--- src/hdl/fb_consts.svh ---
/*
 * Fixed constants of the framebuffer
 *   Source image size
 *   640x480@60 modeline numbers
 *   Output scale factor and read pipeline depth
 */
`ifndef FB_CONSTS_SVH
`define FB_CONSTS_SVH

// ---------------------------------------------------------------------
// Source image
// ---------------------------------------------------------------------
`define FB_SRC_W         (320)   // Source pixels per line
`define FB_SRC_H         (240)   // Source lines per frame

// ---------------------------------------------------------------------
// VGA 640x480@60 with negative syncs
// ---------------------------------------------------------------------
`define FB_H_ACTIVE      (640)   // Visible pixels
`define FB_H_SYNC_START  (656)   // First pixel of hsync pulse
`define FB_H_SYNC_END    (752)   // First pixel after hsync pulse
`define FB_H_TOTAL       (800)   // Pixels per line

`define FB_V_ACTIVE      (480)   // Visible lines
`define FB_V_SYNC_START  (490)   // First line of vsync pulse
`define FB_V_SYNC_END    (492)   // First line after vsync pulse
`define FB_V_TOTAL       (525)   // Lines per frame

// Each source pixel covers FB_SCALE x FB_SCALE output pixels
`define FB_SCALE         (2)

// Window coordinates to aligned output data
`define FB_RD_LATENCY    (2)

`endif
--- src/hdl/fb_pkg.sv ---
/*
 * Framebuffer types
 *   Pixel word, memory address and coordinates
 *   Scan counter, rotation mode
 *   Buffer state and buffer index
 */
package fb_pkg;

    typedef logic [7:0]  pixel_t;     // Colour word
    typedef logic [16:0] fb_addr_t;   // Covers 320*240 = 76800 words

    typedef logic [8:0]  src_x_t;     // Source column 0..319
    typedef logic [7:0]  src_y_t;     // Source row 0..239

    typedef logic [9:0]  scan_cnt_t;  // Output pixel or line count

    // Screen rotation
    typedef enum logic {
        ROT_0   = 1'b0,
        ROT_180 = 1'b1
    } rotate_t;

    // Life cycle of one frame buffer
    typedef enum logic [1:0] {
        BUF_FREE    = 2'd0,   // Holds nothing useful
        BUF_WRITING = 2'd1,   // Source frame going in
        BUF_READY   = 2'd2,   // Complete frame, waiting for display
        BUF_SHOWING = 2'd3    // Being scanned out
    } buf_state_t;

    typedef logic buf_sel_t;          // Buffer 0 or 1

endpackage

--- src/hdl/buffer_arbiter.sv ---
/*
 * Double buffer state machine
 * One state per buffer, swap only at the end of an output frame
 * Single buffer mode writes straight into the displayed buffer
 */
module buffer_arbiter (
    input  logic             clk_vga,
    input  logic             rst_n,
    input  logic             vblank_in,
    input  logic             disable_db,
    input  logic             frame_end,
    output fb_pkg::buf_sel_t wr_sel,
    output logic             wr_enable,
    output fb_pkg::buf_sel_t show_sel
);
    import fb_pkg::*;

    buf_state_t state_q [2];
    buf_state_t state_d [2];
    logic       vblank_q;
    logic       vblank_rise;         // Source frame complete
    logic       vblank_fall;         // Source frame starting
    buf_sel_t   spare;               // The buffer not on screen

    assign vblank_rise = vblank_in && !vblank_q;
    assign vblank_fall = !vblank_in && vblank_q;

    assign show_sel = buf_sel_t'(state_q[1] == BUF_SHOWING);
    assign spare    = ~show_sel;

    // Single buffer mode targets the screen buffer directly
    assign wr_sel    = disable_db ? show_sel : spare;
    assign wr_enable = disable_db || (state_q[spare] == BUF_WRITING);

    always_comb begin
        state_d = state_q;
        if (disable_db) begin
            state_d[spare] = BUF_FREE;            // Spare idles, no swaps
        end else begin
            if (vblank_rise && (state_q[spare] == BUF_WRITING))
                state_d[spare] = BUF_READY;
            if (vblank_fall && (state_q[spare] == BUF_FREE))
                state_d[spare] = BUF_WRITING;
            // Swap only between output frames so the picture never tears
            if (frame_end && (state_d[spare] == BUF_READY)) begin
                state_d[spare]    = BUF_SHOWING;
                state_d[show_sel] = BUF_FREE;
            end
        end
    end

    always_ff @(posedge clk_vga or negedge rst_n) begin
        if (!rst_n) begin
            state_q[0] <= BUF_SHOWING;
            state_q[1] <= BUF_FREE;
            vblank_q   <= 1'b1;        // First low level counts as a frame start
        end else begin
            state_q  <= state_d;
            vblank_q <= vblank_in;
        end
    end

    a_one_showing: assert property (@(posedge clk_vga) disable iff (!rst_n)
        (state_q[0] == BUF_SHOWING) != (state_q[1] == BUF_SHOWING));

    a_one_writing: assert property (@(posedge clk_vga) disable iff (!rst_n)
        !((state_q[0] == BUF_WRITING) && (state_q[1] == BUF_WRITING)));

endmodule

--- config.mk ---
export PLATFORM = sky130hd
export DESIGN_NAME = buffer_arbiter
export DESIGN_NICKNAME = d
export VERILOG_FILES = /design/src/hdl/fb_consts.svh /design/src/hdl/fb_pkg.sv /design/src/hdl/buffer_arbiter.sv
export SDC_FILE = /design/constraint.sdc
export NUM_CORES = 1
export LEC_CHECK = 0
export BUFFER_PORTS_ARGS = -buffer_cell sky130_fd_sc_hd__buf_2
export CORE_AREA = 5 5 42 44
export DETAILED_ROUTE_END_ITERATION = 8
export DIE_AREA = 0 0 47 49
export GPL_TIMING_DRIVEN = 0
export PLACE_DENSITY = 0.61
export SLEW_MARGIN = 0
export SYNTH_ARGS = -nofsm -noshare
export SYNTH_HDL_FRONTEND = slang
export SYNTH_SLANG_ARGS = --single-unit
--- constraint.sdc ---
create_clock -name clk_vga -period 3.3 [get_ports clk_vga]
set_input_delay 0.33 -clock clk_vga [delete_from_list [all_inputs] [get_ports clk_vga]]
set_output_delay 0.33 -clock clk_vga [all_outputs]
set_load 0.02 [all_outputs]
==> out/metrics.csv <==
metric,value,unit
maxCapViolCount,0,
grt.total_usage,0.105,
finish.instance_area,533,µm²
cts_hold_repair.buffers,1,
gp_congestion,0.763,
io_pins,8,
drt_pass1_iterations,4,
io_buffers,6,
num_rows,14,
run_status,finished clean,
clk_latency,0.24,ns
drcViolationCount,0,
cts.repair_timing.setup_buffer_count,0,
synth-async-reset-ratio,1.00,
cp_slowest_stage_delay,0.57,ns
fin_setup_tns,0,ns
seqCellArea,129,µm²
grt_start_max_net_pins,11,
wl_per_cell,13.3,µm
drt_iter0_markers,9,
irDropWorstVdd,0.376,mV
regToRegEndpoint,state_q[0],
detailroute.via_count,433,
critical_path.reg2reg.startpoint,vblank_q,
yosys_warnings,0,
area.growth.synth_to_final,19.3,%
post-route-util,0.380,
ff2ff_path_depth,4,
final.min_clock_period,1.83,ns
critPathLaunch,state_q[2],
cts_num_sinks,5,
fin_nets,69,
clock_tree.buffer_depth,2,
mostFrequentLayoutCell,sky130_fd_sc_hd__buf_2,
leakage,0.209,nW
classification_of_the_worst_slack_hold_path,in2reg,
antenna_found_initial,0,
syn_avg_cell_area,8.59,µm²
maxClockFrequency,546,MHz
worstPathArrival,1.50,ns
setup.worst_path.start_class,flop,
required,2.97,ns
synthesis.nets,57,
die_area,2300,µm²
tritoncts,yes,
final_hold_viol_count,0,
dpl_cell_area,497,µm²
fraction_of_layout_instances_using_a_drive_strength_above_1,0.317,
synth_sequential_area_ratio,0.289,
crit_path_end_kind,primary output,
timing.final.setup_violations,0,
place_worst_setup_slack,1.73,ns
netlist_area,447,µm²
clockRootBuffer,sky130_fd_sc_hd__clkbuf_4,
core_area,1400,µm²
setup_skew,0.00103,ns
grt_remaining_overflow,0,
synth-edff-count,0,
critPathCapture,wr_enable,
finalCritPeriodShare,0.555,
grt_first_pass_wirelength,1.75,mm
slew_headroom,0.768,
ys_dominant_reg_cell,sky130_fd_sc_hd__dfstp_2,
post-route-worst-setup-slack,1.47,ns
dp_hpwl,750,µm
multi_input_area,300,µm²
fin_total_pwr,0.357,mW
postCtsResizedCells,0,
tightest_pin_transition,0.344,ns
final_max_slew_viol_count,0,
cts_made_buffers,3,
cts-htree-levels,1,
yosys.cell_types.count,32,
viasPerCell,5.48,
layout.filler_cells,163,
setup_repair_after_global_routing_missed_its_margin,no,
synth.ff_latch_count,5,
cell_with_the_largest_stage_delay_on_the_worst_path,sky130_fd_sc_hd__dfstp_2,
critPathMaxFanout,7,
die_w,47,µm
diodes,0,
drt-total-wl,1.05,mm
timing.reg2reg.setup_slack,1.86,ns
criticalPathCategory,reg2out,
die-height,49,µm
initial_core_util,0.319,
layout.cells.most_common_list,"sky130_fd_sc_hd__buf_2 (8), sky130_fd_sc_hd__a21oi_1 (4)",
worst_setup_hold_path_clk_slew,0.04,ns
crit_chain,nor2b_1 -> nand2b_1 -> a21o_1 -> buf_2,
grt_pass1_vias,386,
synthesis.instances,52,
ant_nets,0,
power_per_unit_of_standard_cell_area,669,nW/µm²
how the worst min path moves through the flow:
stage / start / end / slack, ns / cells past startpoint
global route: vblank_in / vblank_q / 0.23 / 1
detailed placement: rst_n / state_q[0] / 0.15 / 1
global placement: rst_n / state_q[0] / 0.15 / 1
CTS: vblank_in / vblank_q / 0.23 / 1
floorplan: rst_n / state_q[0] / 0.03 / 0
finish: vblank_in / vblank_q / 0.24 / 1
critical path: cells and delay by family, from the launching register on:
kind / cells / cell delay (ns)
DFF: 1 / 0.57
and+or+nand+nor: 2 / 0.44
buffers and inverters: 1 / 0.15
AOI/OAI and AO/OA: 1 / 0.11
state kept, by name, indices dropped and copies added (netlist names):
name      flops
state_q       4
vblank_q      1
report_power, final:
group	switching (mW)	internal, mW	leakage [nW]
Combinational	0.0957	0.0764	0.137
Clock	0.0229	0.0456	0.0150
Sequential	0.0293	0.0867	0.0570
Total	0.148	0.209	0.209
cells in the mapped netlist (2+ instances only):
master | n | area share
sky130_fd_sc_hd__nor2b_1 | 3 | 0.042
sky130_fd_sc_hd__nor2_1 | 3 | 0.025
sky130_fd_sc_hd__nand2_1 | 3 | 0.025
sky130_fd_sc_hd__mux2i_1 | 2 | 0.045
sky130_fd_sc_hd__dfrtp_1 | 2 | 0.11
sky130_fd_sc_hd__o211ai_1 | 2 | 0.034
sky130_fd_sc_hd__buf_2 | 2 | 0.022
sky130_fd_sc_hd__dfstp_2 | 3 | 0.18
sky130_fd_sc_hd__nand3_1 | 2 | 0.022
sky130_fd_sc_hd__nor2b_2 | 2 | 0.039
sky130_fd_sc_hd__o31ai_1 | 2 | 0.034
sky130_fd_sc_hd__a21oi_1 | 4 | 0.045
sky130_fd_sc_hd__or2b_1 | 2 | 0.034
sky130_fd_sc_hd__o21ai_1 | 2 | 0.022
through the flow:
stage | hold slack [ns] | instances
finish | 0.240 | 79
global route | 0.230 | 79
CTS | 0.233 | 79
global placement | 0.145 | 74
detailed placement | 0.147 | 74
floorplan | 0.0344 | 52
routing by layer:
layer,up-vias,share of wire,global-route usage
met5,-,0,0
met4,0,0,0.0276
met3,0,0.058,0.0590
met2,8,0.46,0.143
met1,204,0.48,0.142
li1,221,-,-
logic make-up after synthesis:
| kind of cell | Yosys count | synth area share |
|---|---|---|
| flops | 5 | 0.289 |
| simple gates | 19 | 0.261 |
| xor+xnor | 1 | 0.0196 |
| mux | 2 | 0.0448 |
| buf+inv | 4 | 0.0392 |
| compound gates | 21 | 0.347 |
cell type report:
type / instances / share of cell area
clock buffer: 4 / 0.0493
multi-input combinational: 43 / 0.563
tap: 16 / 0.0376
inverter: 2 / 0.0141
buffer: 2 / 0.0188
sequential: 5 / 0.242
timing repair buffer: 7 / 0.0751
No activity file was read; power rests on OpenSTA's default activity.
