File: src/hdl/fb_consts.svh
/*
 * Fixed constants of the framebuffer
 *   Source image size
 *   640x480@60 modeline numbers
 *   Output scale factor and read pipeline depth
 */
`ifndef FB_CONSTS_SVH
`define FB_CONSTS_SVH

// ---------------------------------------------------------------------
// Source image
// ---------------------------------------------------------------------
`define FB_SRC_W         (320)   // Source pixels per line
`define FB_SRC_H         (240)   // Source lines per frame

// ---------------------------------------------------------------------
// VGA 640x480@60 with negative syncs
// ---------------------------------------------------------------------
`define FB_H_ACTIVE      (640)   // Visible pixels
`define FB_H_SYNC_START  (656)   // First pixel of hsync pulse
`define FB_H_SYNC_END    (752)   // First pixel after hsync pulse
`define FB_H_TOTAL       (800)   // Pixels per line

`define FB_V_ACTIVE      (480)   // Visible lines
`define FB_V_SYNC_START  (490)   // First line of vsync pulse
`define FB_V_SYNC_END    (492)   // First line after vsync pulse
`define FB_V_TOTAL       (525)   // Lines per frame

// Each source pixel covers FB_SCALE x FB_SCALE output pixels
`define FB_SCALE         (2)

// Window coordinates to aligned output data
`define FB_RD_LATENCY    (2)

`endif
File: src/hdl/fb_pkg.sv
/*
 * Framebuffer types
 *   Pixel word, memory address and coordinates
 *   Scan counter, rotation mode
 *   Buffer state and buffer index
 */
package fb_pkg;

    typedef logic [7:0]  pixel_t;     // Colour word
    typedef logic [16:0] fb_addr_t;   // Covers 320*240 = 76800 words

    typedef logic [8:0]  src_x_t;     // Source column 0..319
    typedef logic [7:0]  src_y_t;     // Source row 0..239

    typedef logic [9:0]  scan_cnt_t;  // Output pixel or line count

    // Screen rotation
    typedef enum logic {
        ROT_0   = 1'b0,
        ROT_180 = 1'b1
    } rotate_t;

    // Life cycle of one frame buffer
    typedef enum logic [1:0] {
        BUF_FREE    = 2'd0,   // Holds nothing useful
        BUF_WRITING = 2'd1,   // Source frame going in
        BUF_READY   = 2'd2,   // Complete frame, waiting for display
        BUF_SHOWING = 2'd3    // Being scanned out
    } buf_state_t;

    typedef logic buf_sel_t;          // Buffer 0 or 1

endpackage

File: src/hdl/scan_if.sv
/*
 * Scan position bundle
 * Source window coordinate under the beam plus sync and blank levels
 */
interface scan_if;
    import fb_pkg::*;

    src_x_t win_x;    // Scan column / FB_SCALE
    src_y_t win_y;    // Scan line / FB_SCALE
    logic   hsync;    // Active low
    logic   vsync;    // Active low
    logic   blank;    // High outside 640x480

    // Timing generator side
    modport source (
        output win_x, win_y, hsync, vsync, blank
    );

    // Memory read and output stage side
    modport sink (
        input win_x, win_y, hsync, vsync, blank
    );

endinterface

File: src/hdl/video_output.sv
/*
 * VGA output stage
 * Sync and blank delayed to line up with read data
 * Registered outputs with black during blank
 */
`include "fb_consts.svh"

module video_output (
    input  logic           clk_vga,
    input  logic           rst_n,
    scan_if.sink           scan,
    input  fb_pkg::pixel_t rd_data,
    output fb_pkg::pixel_t rgb_out,
    output logic           hsync_out,
    output logic           vsync_out,
    output logic           blank_out
);
    localparam int LAT = `FB_RD_LATENCY;

    // Delay lines, last stage is the output register
    logic [LAT-1:0] hs_dly;
    logic [LAT-1:0] vs_dly;
    logic [LAT-1:0] bl_dly;

    always_ff @(posedge clk_vga or negedge rst_n) begin
        if (!rst_n) begin
            hs_dly  <= '1;             // Sync idles high
            vs_dly  <= '1;
            bl_dly  <= '1;
            rgb_out <= '0;
        end else begin
            hs_dly <= {hs_dly[LAT-2:0], scan.hsync};
            vs_dly <= {vs_dly[LAT-2:0], scan.vsync};
            bl_dly <= {bl_dly[LAT-2:0], scan.blank};
            // Stage LAT-2 blank matches the data now at rd_data
            rgb_out <= bl_dly[LAT-2] ? '0 : rd_data;
        end
    end

    assign hsync_out = hs_dly[LAT-1];
    assign vsync_out = vs_dly[LAT-1];
    assign blank_out = bl_dly[LAT-1];

endmodule

File: src/flat_wrapper.sv
// flat-port wrapper written by rule: the top's interface ports become plain ports
module video_output_flat 
  (clk_vga, rst_n, rd_data, rgb_out, hsync_out, vsync_out, blank_out, scan_win_x, scan_win_y, scan_hsync, scan_vsync, scan_blank);
  scan_if scan_i ();
  input  logic clk_vga;
  input  logic rst_n;
  input  fb_pkg::pixel_t rd_data;
  output fb_pkg::pixel_t rgb_out;
  output logic hsync_out;
  output logic vsync_out;
  output logic blank_out;
  input wire logic [$bits(scan_i.win_x)-1:0] scan_win_x;
  input wire logic [$bits(scan_i.win_y)-1:0] scan_win_y;
  input wire logic [$bits(scan_i.hsync)-1:0] scan_hsync;
  input wire logic [$bits(scan_i.vsync)-1:0] scan_vsync;
  input wire logic [$bits(scan_i.blank)-1:0] scan_blank;
  assign scan_i.win_x = scan_win_x;
  assign scan_i.win_y = scan_win_y;
  assign scan_i.hsync = scan_hsync;
  assign scan_i.vsync = scan_vsync;
  assign scan_i.blank = scan_blank;
  video_output u_core (.clk_vga(clk_vga), .rst_n(rst_n), .scan(scan_i), .rd_data(rd_data), .rgb_out(rgb_out), .hsync_out(hsync_out), .vsync_out(vsync_out), .blank_out(blank_out));
endmodule
File: config.mk
export PLATFORM = sky130hd
export DESIGN_NAME = video_output_flat
export DESIGN_NICKNAME = d
export VERILOG_FILES = /design/src/hdl/fb_pkg.sv /design/src/hdl/scan_if.sv /design/src/hdl/video_output.sv /design/src/flat_wrapper.sv
export VERILOG_INCLUDE_DIRS = /design/src /design/src/hdl
export SDC_FILE = /design/constraint.sdc
export NUM_CORES = 1
export LEC_CHECK = 0
export BUFFER_PORTS_ARGS = -buffer_cell sky130_fd_sc_hd__buf_4
export CAP_MARGIN = 30
export CORE_AREA = 2 2 39 41
export CTS_BUF_LIST = sky130_fd_sc_hd__clkbuf_4 sky130_fd_sc_hd__clkbuf_8 sky130_fd_sc_hd__clkbuf_16
export DETAILED_ROUTE_END_ITERATION = 6
export DIE_AREA = 0 0 41 43
export PLACE_DENSITY = 0.77
export RECOVER_POWER = 25
export SYNTH_ARGS = -nofsm -noshare
export SYNTH_HDL_FRONTEND = slang
export SYNTH_SLANG_ARGS = --single-unit
File: constraint.sdc
create_clock -name clk_vga -period 1 [get_ports clk_vga]
set_input_delay 0.1 -clock clk_vga [delete_from_list [all_inputs] [get_ports clk_vga]]
set_output_delay 0.1 -clock clk_vga [all_outputs]
set_load 0.005 [all_outputs]
==> impl_metrics.tcl <==
set metrics [dict create \
    status "finished clean" \
    cap_violations 0 \
    worst_skew_pair.late_latency_ns 0.27 \
    slew_headroom_pct 54.9 \
    yosysTopAreaCell "dfrtp_1" \
    clock-root-buffer "clkbuf_4" \
    cts_tree "done" \
    rr_startpoint "u_core.bl_dly[0]" \
    fin_crit_ns 0.978 \
    antenna_found_initial 0 \
    yosys.area_share.simple_pct 12.3 \
    ys_types 3 \
    whs_path_depth 2 \
    syn_avg_cell_area_um2 18.5 \
    rr_worst_depth 1 \
    synth_top_family_by_area "simple AND/OR/NAND/NOR gates" \
    antenna_left 0 \
    nets 84 \
    clock-skew-final_ns 0.00124 \
    tightestPinTransition_ns 0.677 \
    layout-area-overhead-vs-synth_pct 67.8 \
    synthMuxAreaShare_pct 0 \
    worst_ep_arrival_time_ns 0.88 \
    p_comb_share_pct 9.6 \
    r2r_setup_slack_ns 0.21 \
    drc 0 \
    postCtsSetupBuffers 0 \
    sw_frac_of_total_pct 18.4 \
    drive_above_1_share_pct 60.4 \
    dr.pass1.iters 2 \
    whs_endpoint "u_core.rgb_out[1]" \
    grt_max_degree 15 \
    grt_pass1_wl_um 1040 \
    synth-adder-area-share_pct 0 \
    syn_area_um2 408 \
    grt-ovfl-total 0 \
    wl_per_cell_um 8.77 \
    placed_cells 61 \
    die_width_um 41 \
    grt_usage_pct 9.22 \
    clkTransAtPathRegs_ns 0.08 \
    internal-power_uw 901 \
    ys_ff_latch 14 \
    vias_per_cell 3.74 \
    vias 258 \
    min_from "rd_data[1]" \
    port_buffers 23 \
    synth_xor_xnor_area_share_pct 0 \
    synth_top_area_share_pct 49.1 \
    p_clk_share_pct 34.5 \
    synth_nets 52 \
    crit_required_ns 0.90 \
    setup_viol 0 \
    worst-path-buf-inv 1 \
    tns_ns 0 \
    worstReg2RegEnd "u_core.rgb_out[7]" \
    p_leak_uw 0.000335 \
    crit_fanout 1 \
    rows 14 \
    drtIter0Drc 1 \
    p_sw_uw 204 \
    cp-start-kind "flip-flop" \
    report.final.hold_viol_count 0 \
    ys_seq_area_share_pct 87.7 \
    final_util_pct 49.5 \
    cp_slowest_cell "dfstp_2" \
    finalMaxSlewViolations 0 \
    hp-class "input pin to flip-flop" \
    cts_buffers 3 \
    final_cell_mix "19 x buf_4, 8 x nor2b_1, 8 x dfrtp_1" \
    yosysWarnings 0 \
    antenna_cells 0 \
    finalCritPeriodShare_pct 97.8 \
    fmax_mhz 1020 \
    p_seq_share_pct 55.9 \
    cts_max_level 1 \
    coreArea_um2 1380 \
    syn_inst 22 \
    grt_pass1_vias 260 \
    power.density_nw_per_um2 1610 \
    max_stage_delay_ns 0.53 \
    start_util_pct 29.5 \
    worstSetupPathType "flip-flop to output pin" \
    dieArea_um2 1760 \
    postLayoutCellArea_um2 684 \
    placed_area_um2 601 \
    holdWs_ns 0.0482 \
    critPathTopFamily "flip-flops" \
    ir_drop_uv 705 \
    cts_buffer_depth 2 \
    final_common_cell "buf_4" \
    grt_setup_unrepaired "true" \
    totalWireLength_um 605 \
    worstSetupEndpointType "output pin" \
    die_h_um 43 \
    layout.cells.non_filler 69 \
    gp_congestion 0.630 \
    synth_compound_area_share_pct 0 \
    yosys-top-cells-area "dfrtp_1 49%, dfstp_2 39%, nor2b_1 12%" \
    ios 41 \
    crit_chain "buf_6" \
    cts_sinks 14 \
]
## per-layer routing
layer	track usage (%)	part of all wire, %
met5	0	0
met4	8.00	0
met3	4.19	16
met2	11.6	39
met1	11.3	44
## power groups by stage
stage	Sequential [uW]	Clock, uW	Combinational [uW]
2_1_floorplan	628	0	10.8
3_3_place_gp	626	0	92.8
3_5_place_dp	626	0	94.1
4_1_cts	617	400	108
5_1_grt	620	431	119
6_report	617	381	106
## how the worst max path moves through the flow
stage                          start           endpoint  slack, ns  cells after the start
CTS                 u_core.vs_dly[1]          vsync_out      0.002                      1
global route        u_core.vs_dly[1]          vsync_out      -0.03                      1
floorplan           u_core.bl_dly[0]  u_core.rgb_out[0]       0.26                      1
finish              u_core.vs_dly[1]          vsync_out       0.02                      1
global placement    u_core.bl_dly[0]  u_core.rgb_out[2]       0.23                      1
detailed placement  u_core.bl_dly[0]  u_core.rgb_out[5]       0.22                      1
## state kept, by name (all words and copies together), names as in the netlist
register        flops
u_core.hs_dly       2
u_core.bl_dly       2
u_core.vs_dly       2
u_core.rgb_out      8
## stage by stage
step	power [uW]	setup slack, ns
2_1_floorplan	639	0.262
3_3_place_gp	719	0.230
3_5_place_dp	721	0.221
4_1_cts	1120	0.00206
5_1_grt	1170	-0.0293
6_report	1100	0.0223
## synthesized netlist by cell type (all sizes together)
master,instances
dfrtp,8
dfstp,6
nor2b,8
## logic make-up after synthesis
family           count (synthesis)
and+or+nand+nor                  8
DFF                             14
## area by class of cell
class                   count  area (um^2)
repair buffers             27          220
flip-flops and latches     14          358
clock buffers               4         36.3
fillers                   130          699
well taps                  16         20.0
multi-input cells           8         50.0
## what timing repair did
item,CTS,global route
setup endpoints to repair,1,3
pin swaps,0,0
hold buffers,4,0
resized for setup,1,2
hold endpoints to repair,17,0
Power figures use the tool's default switching activity.
