--- src/hdl/fb_consts.svh ---
/*
 * Fixed constants of the framebuffer
 *   Source image size
 *   640x480@60 modeline numbers
 *   Output scale factor and read pipeline depth
 */
`ifndef FB_CONSTS_SVH
`define FB_CONSTS_SVH

// ---------------------------------------------------------------------
// Source image
// ---------------------------------------------------------------------
`define FB_SRC_W         (320)   // Source pixels per line
`define FB_SRC_H         (240)   // Source lines per frame

// ---------------------------------------------------------------------
// VGA 640x480@60 with negative syncs
// ---------------------------------------------------------------------
`define FB_H_ACTIVE      (640)   // Visible pixels
`define FB_H_SYNC_START  (656)   // First pixel of hsync pulse
`define FB_H_SYNC_END    (752)   // First pixel after hsync pulse
`define FB_H_TOTAL       (800)   // Pixels per line

`define FB_V_ACTIVE      (480)   // Visible lines
`define FB_V_SYNC_START  (490)   // First line of vsync pulse
`define FB_V_SYNC_END    (492)   // First line after vsync pulse
`define FB_V_TOTAL       (525)   // Lines per frame

// Each source pixel covers FB_SCALE x FB_SCALE output pixels
`define FB_SCALE         (2)

// Window coordinates to aligned output data
`define FB_RD_LATENCY    (2)

`endif
--- src/hdl/fb_pkg.sv ---
/*
 * Framebuffer types
 *   Pixel word, memory address and coordinates
 *   Scan counter, rotation mode
 *   Buffer state and buffer index
 */
package fb_pkg;

    typedef logic [7:0]  pixel_t;     // Colour word
    typedef logic [16:0] fb_addr_t;   // Covers 320*240 = 76800 words

    typedef logic [8:0]  src_x_t;     // Source column 0..319
    typedef logic [7:0]  src_y_t;     // Source row 0..239

    typedef logic [9:0]  scan_cnt_t;  // Output pixel or line count

    // Screen rotation
    typedef enum logic {
        ROT_0   = 1'b0,
        ROT_180 = 1'b1
    } rotate_t;

    // Life cycle of one frame buffer
    typedef enum logic [1:0] {
        BUF_FREE    = 2'd0,   // Holds nothing useful
        BUF_WRITING = 2'd1,   // Source frame going in
        BUF_READY   = 2'd2,   // Complete frame, waiting for display
        BUF_SHOWING = 2'd3    // Being scanned out
    } buf_state_t;

    typedef logic buf_sel_t;          // Buffer 0 or 1

endpackage

--- src/hdl/scan_if.sv ---
/*
 * Scan position bundle
 * Source window coordinate under the beam plus sync and blank levels
 */
interface scan_if;
    import fb_pkg::*;

    src_x_t win_x;    // Scan column / FB_SCALE
    src_y_t win_y;    // Scan line / FB_SCALE
    logic   hsync;    // Active low
    logic   vsync;    // Active low
    logic   blank;    // High outside 640x480

    // Timing generator side
    modport source (
        output win_x, win_y, hsync, vsync, blank
    );

    // Memory read and output stage side
    modport sink (
        input win_x, win_y, hsync, vsync, blank
    );

endinterface

--- src/hdl/video_timing.sv ---
/*
 * VGA timing generator
 *   800x525 pixel and line counters
 *   Scale counters and source window coordinates
 *   Registered sync, blank and frame end pulse
 */
`include "fb_consts.svh"

module video_timing (
    input  logic   clk_vga,
    input  logic   rst_n,
    scan_if.source scan,
    output logic   frame_end
);
    import fb_pkg::*;

    localparam int SUB_W = $clog2(`FB_SCALE);
    localparam logic [SUB_W-1:0] SUB_LAST = SUB_W'(`FB_SCALE - 1);

    scan_cnt_t        h_cnt;       // Pixel within line
    scan_cnt_t        v_cnt;       // Line within frame
    logic [SUB_W-1:0] h_sub;       // Output pixel within source pixel
    logic [SUB_W-1:0] v_sub;       // Output line within source line
    src_x_t           win_x_cnt;
    src_y_t           win_y_cnt;
    logic             line_end;
    logic             frame_last;

    assign line_end   = (h_cnt == scan_cnt_t'(`FB_H_TOTAL - 1));
    assign frame_last = line_end && (v_cnt == scan_cnt_t'(`FB_V_TOTAL - 1));

    // -----------------------------------------------------------------
    // Counters
    // -----------------------------------------------------------------
    always_ff @(posedge clk_vga or negedge rst_n) begin
        if (!rst_n) begin
            h_cnt     <= '0;
            h_sub     <= '0;
            win_x_cnt <= '0;
        end else if (line_end) begin
            h_cnt     <= '0;
            h_sub     <= '0;
            win_x_cnt <= '0;
        end else begin
            h_cnt <= h_cnt + 1'b1;
            if (h_sub == SUB_LAST) begin
                h_sub <= '0;
                // Hold at column 319 through the blank
                if (h_cnt < scan_cnt_t'(`FB_H_ACTIVE - 1))
                    win_x_cnt <= win_x_cnt + 1'b1;
            end else begin
                h_sub <= h_sub + 1'b1;
            end
        end
    end

    always_ff @(posedge clk_vga or negedge rst_n) begin
        if (!rst_n) begin
            v_cnt     <= '0;
            v_sub     <= '0;
            win_y_cnt <= '0;
        end else if (frame_last) begin
            v_cnt     <= '0;          // Back to top line
            v_sub     <= '0;
            win_y_cnt <= '0;
        end else if (line_end) begin
            v_cnt <= v_cnt + 1'b1;
            if (v_sub == SUB_LAST) begin
                v_sub <= '0;
                if (v_cnt < scan_cnt_t'(`FB_V_ACTIVE - 1))
                    win_y_cnt <= win_y_cnt + 1'b1;   // Row 239 held in vblank
            end else begin
                v_sub <= v_sub + 1'b1;
            end
        end
    end

    // -----------------------------------------------------------------
    // Registered scan outputs, one cycle behind the counters
    // -----------------------------------------------------------------
    always_ff @(posedge clk_vga or negedge rst_n) begin
        if (!rst_n) begin
            scan.win_x <= '0;
            scan.win_y <= '0;
            scan.hsync <= 1'b1;       // Negative sync idles high
            scan.vsync <= 1'b1;
            scan.blank <= 1'b1;
            frame_end  <= 1'b0;
        end else begin
            scan.win_x <= win_x_cnt;
            scan.win_y <= win_y_cnt;
            scan.hsync <= !((h_cnt >= scan_cnt_t'(`FB_H_SYNC_START)) &&
                            (h_cnt <  scan_cnt_t'(`FB_H_SYNC_END)));
            scan.vsync <= !((v_cnt >= scan_cnt_t'(`FB_V_SYNC_START)) &&
                            (v_cnt <  scan_cnt_t'(`FB_V_SYNC_END)));
            scan.blank <= (h_cnt >= scan_cnt_t'(`FB_H_ACTIVE)) ||
                          (v_cnt >= scan_cnt_t'(`FB_V_ACTIVE));
            frame_end  <= frame_last; // Last pixel of line 524
        end
    end

    // Sync pulse only inside horizontal blank
    a_hsync_in_blank: assert property (@(posedge clk_vga) disable iff (!rst_n)
        !scan.hsync |-> ($past(h_cnt) >= scan_cnt_t'(`FB_H_ACTIVE)));

endmodule

--- src/flat_wrapper.sv ---
// flat-port wrapper written by rule: the top's interface ports become plain ports
module video_timing_flat import fb_pkg::*;
  (clk_vga, rst_n, frame_end, scan_win_x, scan_win_y, scan_hsync, scan_vsync, scan_blank);
  scan_if scan_i ();
  input  logic clk_vga;
  input  logic rst_n;
  output logic frame_end;
  output wire logic [$bits(scan_i.win_x)-1:0] scan_win_x;
  output wire logic [$bits(scan_i.win_y)-1:0] scan_win_y;
  output wire logic [$bits(scan_i.hsync)-1:0] scan_hsync;
  output wire logic [$bits(scan_i.vsync)-1:0] scan_vsync;
  output wire logic [$bits(scan_i.blank)-1:0] scan_blank;
  assign scan_win_x = scan_i.win_x;
  assign scan_win_y = scan_i.win_y;
  assign scan_hsync = scan_i.hsync;
  assign scan_vsync = scan_i.vsync;
  assign scan_blank = scan_i.blank;
  video_timing u_core (.clk_vga(clk_vga), .rst_n(rst_n), .scan(scan_i), .frame_end(frame_end));
endmodule
--- config.mk ---
export PLATFORM = sky130hd
export DESIGN_NAME = video_timing_flat
export DESIGN_NICKNAME = d
export VERILOG_FILES = /design/src/hdl/fb_pkg.sv /design/src/hdl/scan_if.sv /design/src/hdl/video_timing.sv /design/src/flat_wrapper.sv
export VERILOG_INCLUDE_DIRS = /design/src /design/src/hdl
export SDC_FILE = /design/constraint.sdc
export NUM_CORES = 1
export LEC_CHECK = 0
export BUFFER_PORTS_ARGS = -buffer_cell sky130_fd_sc_hd__buf_2
export CORE_MARGIN = 2
export CORE_UTILIZATION = 50
export DETAILED_ROUTE_END_ITERATION = 7
export PLACE_DENSITY = 0.69
export SLEW_MARGIN = 25
export SYNTH_ARGS = -nofsm -noshare
export SYNTH_HDL_FRONTEND = slang
export SYNTH_SLANG_ARGS = --single-unit
--- constraint.sdc ---
create_clock -name clk_vga -period 1.7 [get_ports clk_vga]
set_clock_uncertainty 0.05 [all_clocks]
set_input_delay 0.085 -clock clk_vga [delete_from_list [all_inputs] [get_ports clk_vga]]
set_output_delay 0.085 -clock clk_vga [all_outputs]
set_load 0.02 [all_outputs]
==> flow_metrics.env, run 1 <==
export IMPL_required_ps=1870
export IMPL_path_max_fanout=10
export IMPL_hold_viol_final=0
export IMPL_place_gp_congestion=0.876
export IMPL_rsz0062_at_grt="yes"
export IMPL_grt_max_degree=24
export IMPL_crit_path_top_delay_cell="or4_4"
export IMPL_period_needed_ps=1740
export IMPL_fp_dieH_um=76.2
export IMPL_drt_iter0_markers=90
export IMPL_grtUsageTotal_pct=19.4
export IMPL_dieArea_um2=5810
export IMPL_syn_to_final_growth_pct=33.5
export IMPL_drc=0
export IMPL_reg2reg_from="u_core.h_cnt[6]$_DFF_PN0_"
export IMPL_intPower_mw=2.30
export IMPL_power_mw=2.86
export IMPL_netlist_area_um2=2610
export IMPL_fmax_mhz=575
export IMPL_failed_checks="setup timing"
export IMPL_grt_pass1_vias=1915
export IMPL_grt_overflow_total=0
export IMPL_cts_sinks=60
export IMPL_n_antenna_cell=0
export IMPL_slew_violations=0
export IMPL_relSlewSlack_pct=74.6
export IMPL_seq_power_share_pct=50.0
export IMPL_critPathKind="reg2reg"
export IMPL_port_buffers=22
export IMPL_nNetsFinal=316
export IMPL_ys_flop_type="dfrtp_1"
export IMPL_clockBufferDepth=2
export IMPL_final_antenna_net_count=0
export IMPL_ys_async_sr_fraction_pct=100
export IMPL_first_pass_iters=4
export IMPL_timing_final_crit_share_pct=102
export IMPL_comb_power_share_pct=1.2
export IMPL_fillers=376
export IMPL_wl_per_cell_um=13.8
export IMPL_status="finished, violations left"
export IMPL_rows=26
export IMPL_synth_edf_count=0
export IMPL_setup_slack_ps=-39.3
export IMPL_critPathMaxStageDelay_ps=630
export IMPL_p_sw_share_pct=19.5
export IMPL_crit_start="u_core.h_cnt[6]$_DFF_PN0_"
export IMPL_p_leak_nw=1.69
export IMPL_antenna_found_initial=0
export IMPL_p_switching_uw=558
export IMPL_synth_cell_types=41
export IMPL_synth_seq_area_share_pct=57.7
export IMPL_dp_hpwl_um=3410
export IMPL_grt_pass1_wl_um=8690
export IMPL_htreeDepth=3
export IMPL_start_util_pct=51.4
export IMPL_vias=2041
export IMPL_arrival_ps=1910
export IMPL_numCtsBuffers=9
export IMPL_cp_cell_sequence="or2_4 > or4_4 > o21ai_1 > o31ai_2"
export IMPL_postSynthAreaPerCell_um2=11.0
export IMPL_powerDensity_nw_per_um2=820
export IMPL_ys_warn_count=0
export IMPL_max_cap_violations=0
export IMPL_drt_vias_per_instance=5.33
export IMPL_ir_drop_mv=0.416
export IMPL_hold_class="in2async"
export IMPL_die_x_um=76.2
export IMPL_core_area_um2=5070
export IMPL_clk_pin_slew_ps=60
export IMPL_p_clk_share_pct=48.8
export IMPL_syn_nets=245
export IMPL_setup_violations=8
export IMPL_clk_latency_ps=340
export IMPL_cts_tree="done"
export IMPL_critPathCaptureType="register"
export IMPL_mostFrequentLayoutCell="dfrtp_1"
export IMPL_synth_seq_cells=60
export IMPL_io_pins=23
export IMPL_tightest_slew_ps=380
export IMPL_mostFrequentLayoutCells="dfrtp_1 (57), buf_4 (43), nand2_1 (26), buf_2 (22), nor2_1 (18)"
export IMPL_wirelength_um=5290
export IMPL_cp_start_kind="register"
export IMPL_synthCells=237
export IMPL_root_buffer="clkbuf_8"
export IMPL_drive_gt1_share_pct=36.4
export IMPL_fin_worst_hold_slack_ps=36.0
[synthesized netlist by cell type (all sizes together) (2+ instances only)]
library cell | number | share of area [%]
dfrtp | 57 | 55
nand2 | 30 | 4.4
nor2 | 19 | 3.0
o21ai | 18 | 3.5
nand4 | 11 | 3.2
xnor2 | 11 | 3.7
inv | 8 | 1.2
nand3 | 8 | 1.5
a21oi | 6 | 1.2
ha | 6 | 2.9
nor3 | 6 | 1.2
xor2 | 6 | 2.0
and3 | 5 | 1.2
o31ai | 5 | 1.4
a41oi | 4 | 1.3
buf | 4 | 0.77
clkbuf | 4 | 0.58
nor4 | 4 | 2.1
dfstp | 3 | 3.0
or3 | 3 | 0.72
nor4b | 2 | 0.67
o211ai | 2 | 0.58
o41ai | 2 | 1.2
[repair_timing]
action,4_1_cts,5_1_grt
gates resized for setup,9,24
buffers inserted,4,3
setup endpoints to repair,17,35
pin swaps,8,8
cloned,1,0
hold endpoints to repair,57,0
hold buffers,1,0
[state kept, by name, indices dropped and copies added (netlist names)]
name and count:
u_core.h_sub 1, u_core.scan.vsync 1, u_core.v_sub 1, u_core.win_y_cnt 8, u_core.win_x_cnt 9, u_core.h_cnt 10, u_core.scan.win_y 8, u_core.scan.win_x 9
u_core.frame_end 1, u_core.v_cnt 10, u_core.scan.hsync 1, u_core.scan.blank 1
[cell families after synthesis]
kind of cell               synth area share (%)
muxes                                     0.384
and+or+nand+nor                            19.8
xor gates and xnor gates                   5.71
buffers and inverters                      2.49
adders and majority gates                  2.88
AOI/OAI and AO/OA                          11.1
DFF                                        57.7
[final timing paths]
path | end | slack, ps | cells past startpoint
min in group clk_vga | u_core.scan.win_x[8]$_DFF_PN0_ | 350 | 0
hold / removal | u_core.win_x_cnt[5]$_DFFE_PN0P_ | 40 | 2
setup / recovery | u_core.win_y_cnt[3]$_DFFE_PN0P_ | -40 | 4
hold reg to reg | u_core.scan.win_x[8]$_DFF_PN0_ | 350 | 0
max in group asynchronous | u_core.scan.blank$_DFF_PN1_ | 1010 | 3
setup reg to reg | u_core.win_y_cnt[3]$_DFFE_PN0P_ | -40 | 4
[stage by stage]
step	utilization [%]	worst slack (ps)	instance area, um^2	TNS (ps)	std cells
floorplan	-	-63.7	2640	-521	237
global placement	60.6	-57.4	3070	-472	358
global route	68.6	-123	3480	-1950	383
detailed placement	60.6	-122	3070	-1030	358
finish	68.6	-39.3	3480	-149	383
CTS	66.4	-24.0	3370	-69.5	380
[final cells by class]
cell class | instances | area [um^2] | share of cell area (%)
Sequential cell | 60 | 1510 | 43.2
Multi-Input combinational cell | 161 | 1180 | 33.8
Timing Repair Buffer | 68 | 465 | 13.4
Clock buffer | 12 | 145 | 4.17
Tap cell | 70 | 87.6 | 2.52
Clock inverter | 4 | 72.6 | 2.08
Inverter | 8 | 30.0 | 0.862
[critical path, delay by kind of cell, from the launching register on]
| family | cells | cell delay, ps |
|---|---|---|
| AND/OR/NAND/NOR | 2 | 910 |
| flip-flops | 1 | 370 |
| AO/OA/AOI/OAI | 2 | 280 |
[power groups by stage]
stage / combinational [mW] / sequential (mW) / clock [mW]
3_3_place_gp: 0.0341 / 1.45 / 0
5_1_grt: 0.0410 / 1.43 / 1.49
2_1_floorplan: 0.000000379 / 1.45 / 0
6_report: 0.0340 / 1.43 / 1.39
4_1_cts: 0.0366 / 1.43 / 1.43
3_5_place_dp: 0.0346 / 1.45 / 0
[routing by layer]
| metal | share of wire [%] | GRT usage (%) | vias to the layer above |
|---|---|---|---|
| met5 | 0 | 0 | - |
| met1 | 45 | 24.7 | 975 |
| li1 | - | - | 992 |
| met3 | 5.3 | 4.74 | 17 |
| met4 | 3.2 | 13.3 | 0 |
| met2 | 47 | 29.2 | 57 |
(Power assumes the default switching activity.)
==> run 2: changes to the inputs <==
--- a/config.mk
+++ b/config.mk
@@ -7,7 +7,6 @@
 export NUM_CORES = 1
 export LEC_CHECK = 0
 export BUFFER_PORTS_ARGS = -buffer_cell sky130_fd_sc_hd__buf_2
-export CORE_MARGIN = 2
 export CORE_UTILIZATION = 50
 export DETAILED_ROUTE_END_ITERATION = 7
 export PLACE_DENSITY = 0.69
==> flow_metrics.env, run 2 (synthesized netlist as in run 1, its figures left out) <==
export IMPL_syn_to_final_growth_pct=29.6
export IMPL_io_pins=23
export IMPL_grt_max_degree=61
export IMPL_max_cap_violations=0
export IMPL_cp_start_kind="register"
export IMPL_first_pass_iters=4
export IMPL_wirelength_um=5430
export IMPL_fp_dieH_um=74.2
export IMPL_wl_met1_um=2540
export IMPL_mostFrequentLayoutCells="dfrtp_1 (56), buf_4 (32), nand2_1 (25), buf_2 (22), nor2_1 (18)"
export IMPL_drt_iter0_markers=185
export IMPL_clockBufferDepth=2
export IMPL_wl_met3_um=180
export IMPL_critPathCaptureType="register"
export IMPL_route_top_layer_used="met4"
export IMPL_comb_power_share_pct=1.3
export IMPL_status="finished, violations left"
export IMPL_hold_class="in2async"
export IMPL_dr_wl_met2_um=2540
export IMPL_setup_violations=19
export IMPL_root_buffer="clkbuf_8"
export IMPL_setup_slack_ps=-81.4
export IMPL_mostFrequentLayoutCell="dfrtp_1"
export IMPL_wl_per_cell_um=14.6
export IMPL_numCtsBuffers=9
export IMPL_dp_hpwl_um=3320
export IMPL_path_depth=6
export IMPL_regToRegSetupSlack_ps=-80
export IMPL_cts_tree="done"
export IMPL_n_antenna_cell=0
export IMPL_path_max_fanout=6
export IMPL_relSlewSlack_pct=75.6
export IMPL_top_regs="u_core.h_cnt x10, u_core.v_cnt x10"
export IMPL_drive_gt1_share_pct=35.2
export IMPL_critPathKind="reg2reg"
export IMPL_cp_cell_sequence="ha_4 > nand4_4 > nor4_4 > buf_4 > nand4_1 > xnor2_1"
export IMPL_path_buf_inv=1
export IMPL_die_x_um=74.2
export IMPL_clk_pin_slew_ps=70
export IMPL_r2r_end="u_core.v_cnt[6]$_DFFE_PN0P_"
export IMPL_tightest_slew_ps=364
export IMPL_port_buffers=22
export IMPL_p_clk_share_pct=42.6
export IMPL_stdcell_count=371
export IMPL_failed_checks="setup timing"
export IMPL_p_sw_share_pct=21.8
export IMPL_p_leak_nw=1.63
export IMPL_grt_pass1_vias=1802
export IMPL_powerDensity_nw_per_um2=753
export IMPL_drt_vias_per_instance=5.43
export IMPL_critPathMaxStageDelay_ps=450
export IMPL_period_needed_ps=1780
export IMPL_antenna_found_initial=0
export IMPL_worstRegToRegCells=6
export IMPL_core_area_um2=4880
export IMPL_nNetsFinal=307
export IMPL_vias=2014
export IMPL_fmax_mhz=561
export IMPL_intPower_mw=1.99
export IMPL_cp_top_family="simple AND/OR/NAND/NOR gates"
export IMPL_grtUsageTotal_pct=21.2
export IMPL_seq_power_share_pct=56.1
export IMPL_fin_worst_hold_slack_ps=234
export IMPL_arrival_ps=1940
export IMPL_start_util_pct=53.5
export IMPL_drc=0
export IMPL_clk_latency_ps=330
export IMPL_ir_drop_mv=0.514
export IMPL_reg2reg_from="u_core.h_cnt[1]$_DFF_PN0_"
export IMPL_fillers=373
export IMPL_fin_setup_tns_ps=-756
export IMPL_required_ps=1860
export IMPL_rows=25
export IMPL_rsz0062_at_grt="yes"
export IMPL_dieArea_um2=5510
export IMPL_hold_viol_final=0
export IMPL_slew_violations=0
export IMPL_place_gp_congestion=0.884
export IMPL_crit_path_top_delay_cell="nor4_4"
export IMPL_grt_overflow_total=0
export IMPL_grt_pass1_wl_um=8560
export IMPL_dpl_worst_slack_ps=-92.8
export IMPL_placed_cells=346
export IMPL_htreeDepth=3
export IMPL_timing_final_crit_share_pct=105
export IMPL_cts_sinks=60
export IMPL_p_switching_uw=554
export IMPL_final_antenna_net_count=0
==> run 2: cell count changes in the layout (fill, tap and decap cells not counted), sizes merged <==
cell / before / now
or4: 1 / 2
clkbuf: 12 / 11
bufinv: 2 / 0
buf: 67 / 57
clkinv: 1 / 4
==> run 2: per-layer routing <==
metal	global-route usage (%)	up-vias
met5	0	-
met4	13.6	0
met3	5.42	14
met2	29.7	48
met1	29.2	979
li1	-	973
==> run 2: worst max-delay path by stage <==
| stage | endpoint | startpoint |
|---|---|---|
| 3_3_place_gp | u_core.win_y_cnt[7]$_DFFE_PN0P_ | u_core.h_cnt[1]$_DFF_PN0_ |
| 2_1_floorplan | u_core.win_y_cnt[4]$_DFFE_PN0P_ | u_core.h_cnt[6]$_DFF_PN0_ |
| 3_5_place_dp | u_core.win_y_cnt[3]$_DFFE_PN0P_ | u_core.h_cnt[1]$_DFF_PN0_ |
| 5_1_grt | u_core.win_y_cnt[0]$_DFFE_PN0P_ | u_core.h_cnt[1]$_DFF_PN0_ |
| 4_1_cts | u_core.win_y_cnt[3]$_DFFE_PN0P_ | u_core.h_cnt[1]$_DFF_PN0_ |
| 6_report | u_core.v_cnt[6]$_DFFE_PN0P_ | u_core.h_cnt[1]$_DFF_PN0_ |
==> run 2: cell type report <==
class | count | area (um^2) | area share, %
Tap cell | 67 | 83.8 | 2.48
Sequential cell | 60 | 1510 | 44.5
Clock buffer | 11 | 141 | 4.18
Clock inverter | 5 | 27.5 | 0.814
Inverter | 8 | 30.0 | 0.888
Multi-Input combinational cell | 162 | 1190 | 35.2
Timing Repair Buffer | 58 | 403 | 11.9
==> run 2: stage by stage <==
| stage | power, mW | cell area (um^2) | util [%] |
|---|---|---|---|
| after floorplan | 1.45 | 2640 | - |
| after global placement | 1.49 | 3010 | 61.8 |
| after detailed placement | 1.49 | 3010 | 61.8 |
| after CTS | 2.57 | 3220 | 66.0 |
| after global routing | 2.64 | 3380 | 69.3 |
| final | 2.55 | 3380 | 69.3 |
==> run 2: tightest hold or removal path: cells and delay by family <==
family | cells | cell delay (ps)
buffers and inverters | 3 | 910
==> run 2: power by group through the flow <==
stage                     Sequential (mW)  Combinational [mW]  Clock (mW)
after CTS                            1.43              0.0366        1.11
after floorplan                      1.45         0.000000379           0
after global placement               1.45              0.0345           0
after global routing                 1.43              0.0407        1.17
after detailed placement             1.45              0.0349           0
final                                1.43              0.0339        1.09
==> run 2: timing repair <==
| action | in CTS | in global routing |
|---|---|---|
| hold buffers | 1 | 0 |
| cloned | 1 | 1 |
| pin swaps | 9 | 17 |
| setup endpoints to repair | 23 | 26 |
| endpoints found under the hold margin | 60 | 0 |
| setup buffers | 2 | 4 |
| resized for setup | 3 | 31 |
==> run 3: changes to the inputs <==
--- a/config.mk
+++ b/config.mk
@@ -10,6 +10,7 @@
 export CORE_UTILIZATION = 50
 export DETAILED_ROUTE_END_ITERATION = 7
 export PLACE_DENSITY = 0.69
+export SETUP_SLACK_MARGIN = 0.1
 export SLEW_MARGIN = 25
 export SYNTH_ARGS = -nofsm -noshare
 export SYNTH_HDL_FRONTEND = slang
==> flow_metrics.env, run 3 (synthesized netlist as in run 1, its figures left out) <==
export IMPL_fillers=336
export IMPL_mostFrequentLayoutCells="dfrtp_1 (56), buf_4 (30), nand2_1 (25), buf_2 (22), nor2_1 (18)"
export IMPL_port_buffers=22
export IMPL_required_ps=1920
export IMPL_grtUsageTotal_pct=22.9
export IMPL_vias=2087
export IMPL_dp_hpwl_um=3460
export IMPL_grt_max_degree=61
export IMPL_clk_latency_ps=330
export IMPL_cp_start_kind="register"
export IMPL_root_buffer="clkbuf_8"
export IMPL_top_regs="u_core.h_cnt x10, u_core.v_cnt x10"
export IMPL_crit_path_top_delay_cell="dfrtp_1"
export IMPL_max_cap_violations=0
export IMPL_numCtsBuffers=9
export IMPL_fmax_mhz=528
export IMPL_slew_violations=0
export IMPL_utilization_pct=70.3
export IMPL_powerDensity_nw_per_um2=790
export IMPL_nNetsFinal=308
export IMPL_n_antenna_cell=0
export IMPL_hold_class="in2async"
export IMPL_antenna_found_initial=0
export IMPL_drt_vias_per_instance=5.64
export IMPL_failed_checks="setup timing"
export IMPL_relSlewSlack_pct=74.9
export IMPL_cts_tree="done"
export IMPL_grt_pass1_vias=1978
export IMPL_stdcell_count=370
export IMPL_placed_cells=348
export IMPL_fp_dieH_um=74.2
export IMPL_setup_violations=19
export IMPL_io_pins=23
export IMPL_fin_worst_hold_slack_ps=260
export IMPL_first_pass_iters=6
export IMPL_grt_pass1_wl_um=9070
export IMPL_arrival_ps=2110
export IMPL_wirelength_um=5900
export IMPL_rsz0062_at_grt="yes"
export IMPL_p_leak_nw=1.63
export IMPL_period_needed_ps=1890
export IMPL_clockBufferDepth=2
export IMPL_rows=25
export IMPL_htreeDepth=3
export IMPL_cp_cell_sequence="ha_4 > nand4_4 > nor4b_2 > nand2_2 > o31ai_1 > a22o_1"
export IMPL_hold_viol_final=0
export IMPL_critPathCaptureType="register"
export IMPL_mostFrequentLayoutCell="dfrtp_1"
export IMPL_core_area_um2=4880
export IMPL_start_util_pct=53.5
export IMPL_clk_pin_slew_ps=60
export IMPL_timing_final_crit_share_pct=111
export IMPL_final_antenna_net_count=0
export IMPL_drc=0
export IMPL_dpl_worst_slack_ps=-155
export IMPL_critPathMaxStageDelay_ps=400
export IMPL_setup_slack_ps=-192
export IMPL_syn_to_final_growth_pct=31.5
export IMPL_wl_per_cell_um=15.9
export IMPL_dieArea_um2=5510
export IMPL_ir_drop_mv=0.379
export IMPL_grt_overflow_total=0
export IMPL_fin_setup_tns_ps=-1270
export IMPL_status="finished, violations left"
export IMPL_die_x_um=74.2
export IMPL_tightest_slew_ps=374
export IMPL_cts_sinks=60
export IMPL_critPathKind="reg2reg"
export IMPL_drive_gt1_share_pct=36.6
export IMPL_path_max_fanout=6
export IMPL_drt_iter0_markers=132
export IMPL_place_gp_congestion=0.856
run 3: per-stage QoR:
step	cell area, um^2	total power [mW]
global placement	3040	1.49
CTS	3310	2.73
global route	3430	2.81
finish	3430	2.71
detailed placement	3040	1.49
floorplan	2650	1.45
run 3: path summary, 6_finish.rpt:
| kind | start | to | slack [ps] | cells past startpoint |
|---|---|---|---|---|
| worst min register to register | u_core.win_x_cnt[8]$_DFFE_PN0P_ | u_core.scan.win_x[8]$_DFF_PN0_ | 350 | 0 |
| worst max-delay path | u_core.h_cnt[0]$_DFF_PN0_ | u_core.v_cnt[3]$_DFFE_PN0P_ | -190 | 6 |
| min in group clk_vga | u_core.win_x_cnt[8]$_DFFE_PN0P_ | u_core.scan.win_x[8]$_DFF_PN0_ | 350 | 0 |
| worst min-delay path | rst_n | u_core.scan.win_x[3]$_DFF_PN0_ | 260 | 3 |
| max in group asynchronous | rst_n | u_core.scan.blank$_DFF_PN1_ | 1030 | 3 |
| worst max register to register | u_core.h_cnt[0]$_DFF_PN0_ | u_core.v_cnt[3]$_DFFE_PN0P_ | -190 | 6 |
run 3: layer usage:
layer / vias up / wire [um] / GRT usage (%)
li1: 975 / - / -
met5: - / 0 / 0
met1: 1049 / 2620 / 27.3
met4: 0 / 152 / 10.7
met2: 47 / 2930 / 37.9
met3: 16 / 191 / 7.18
run 3: what timing repair did:
item                                   in CTS  in global routing
hold buffers                                1                  0
pin swaps                                  16                 15
gates resized for setup                    10                 30
buffers inserted                            3                  3
cloned                                      1                  1
setup endpoints to repair                  28                 30
endpoints found under the hold margin      60                  0
run 3: worst max-delay path, delay by kind of cell, from the launching register on:
family	cells	cell delay (ps)
simple gates	3	740
compound gates	2	470
fa+ha+maj	1	180
flops	1	400
run 3: area by class of cell:
| type | instances | area, um^2 | area share, % |
|---|---|---|---|
| Clock buffer | 12 | 155 | 4.52 |
| Inverter | 8 | 30.0 | 0.875 |
| Tap cell | 67 | 83.8 | 2.44 |
| Clock inverter | 2 | 35.0 | 1.02 |
| Sequential cell | 60 | 1510 | 43.9 |
| Multi-Input combinational cell | 162 | 1200 | 34.9 |
| Timing Repair Buffer | 59 | 422 | 12.3 |
run 3: power breakdown:
group,internal [mW],switching (mW)
clock,0.739,0.509
combinational,0.00720,0.0272
sequential,1.43,0
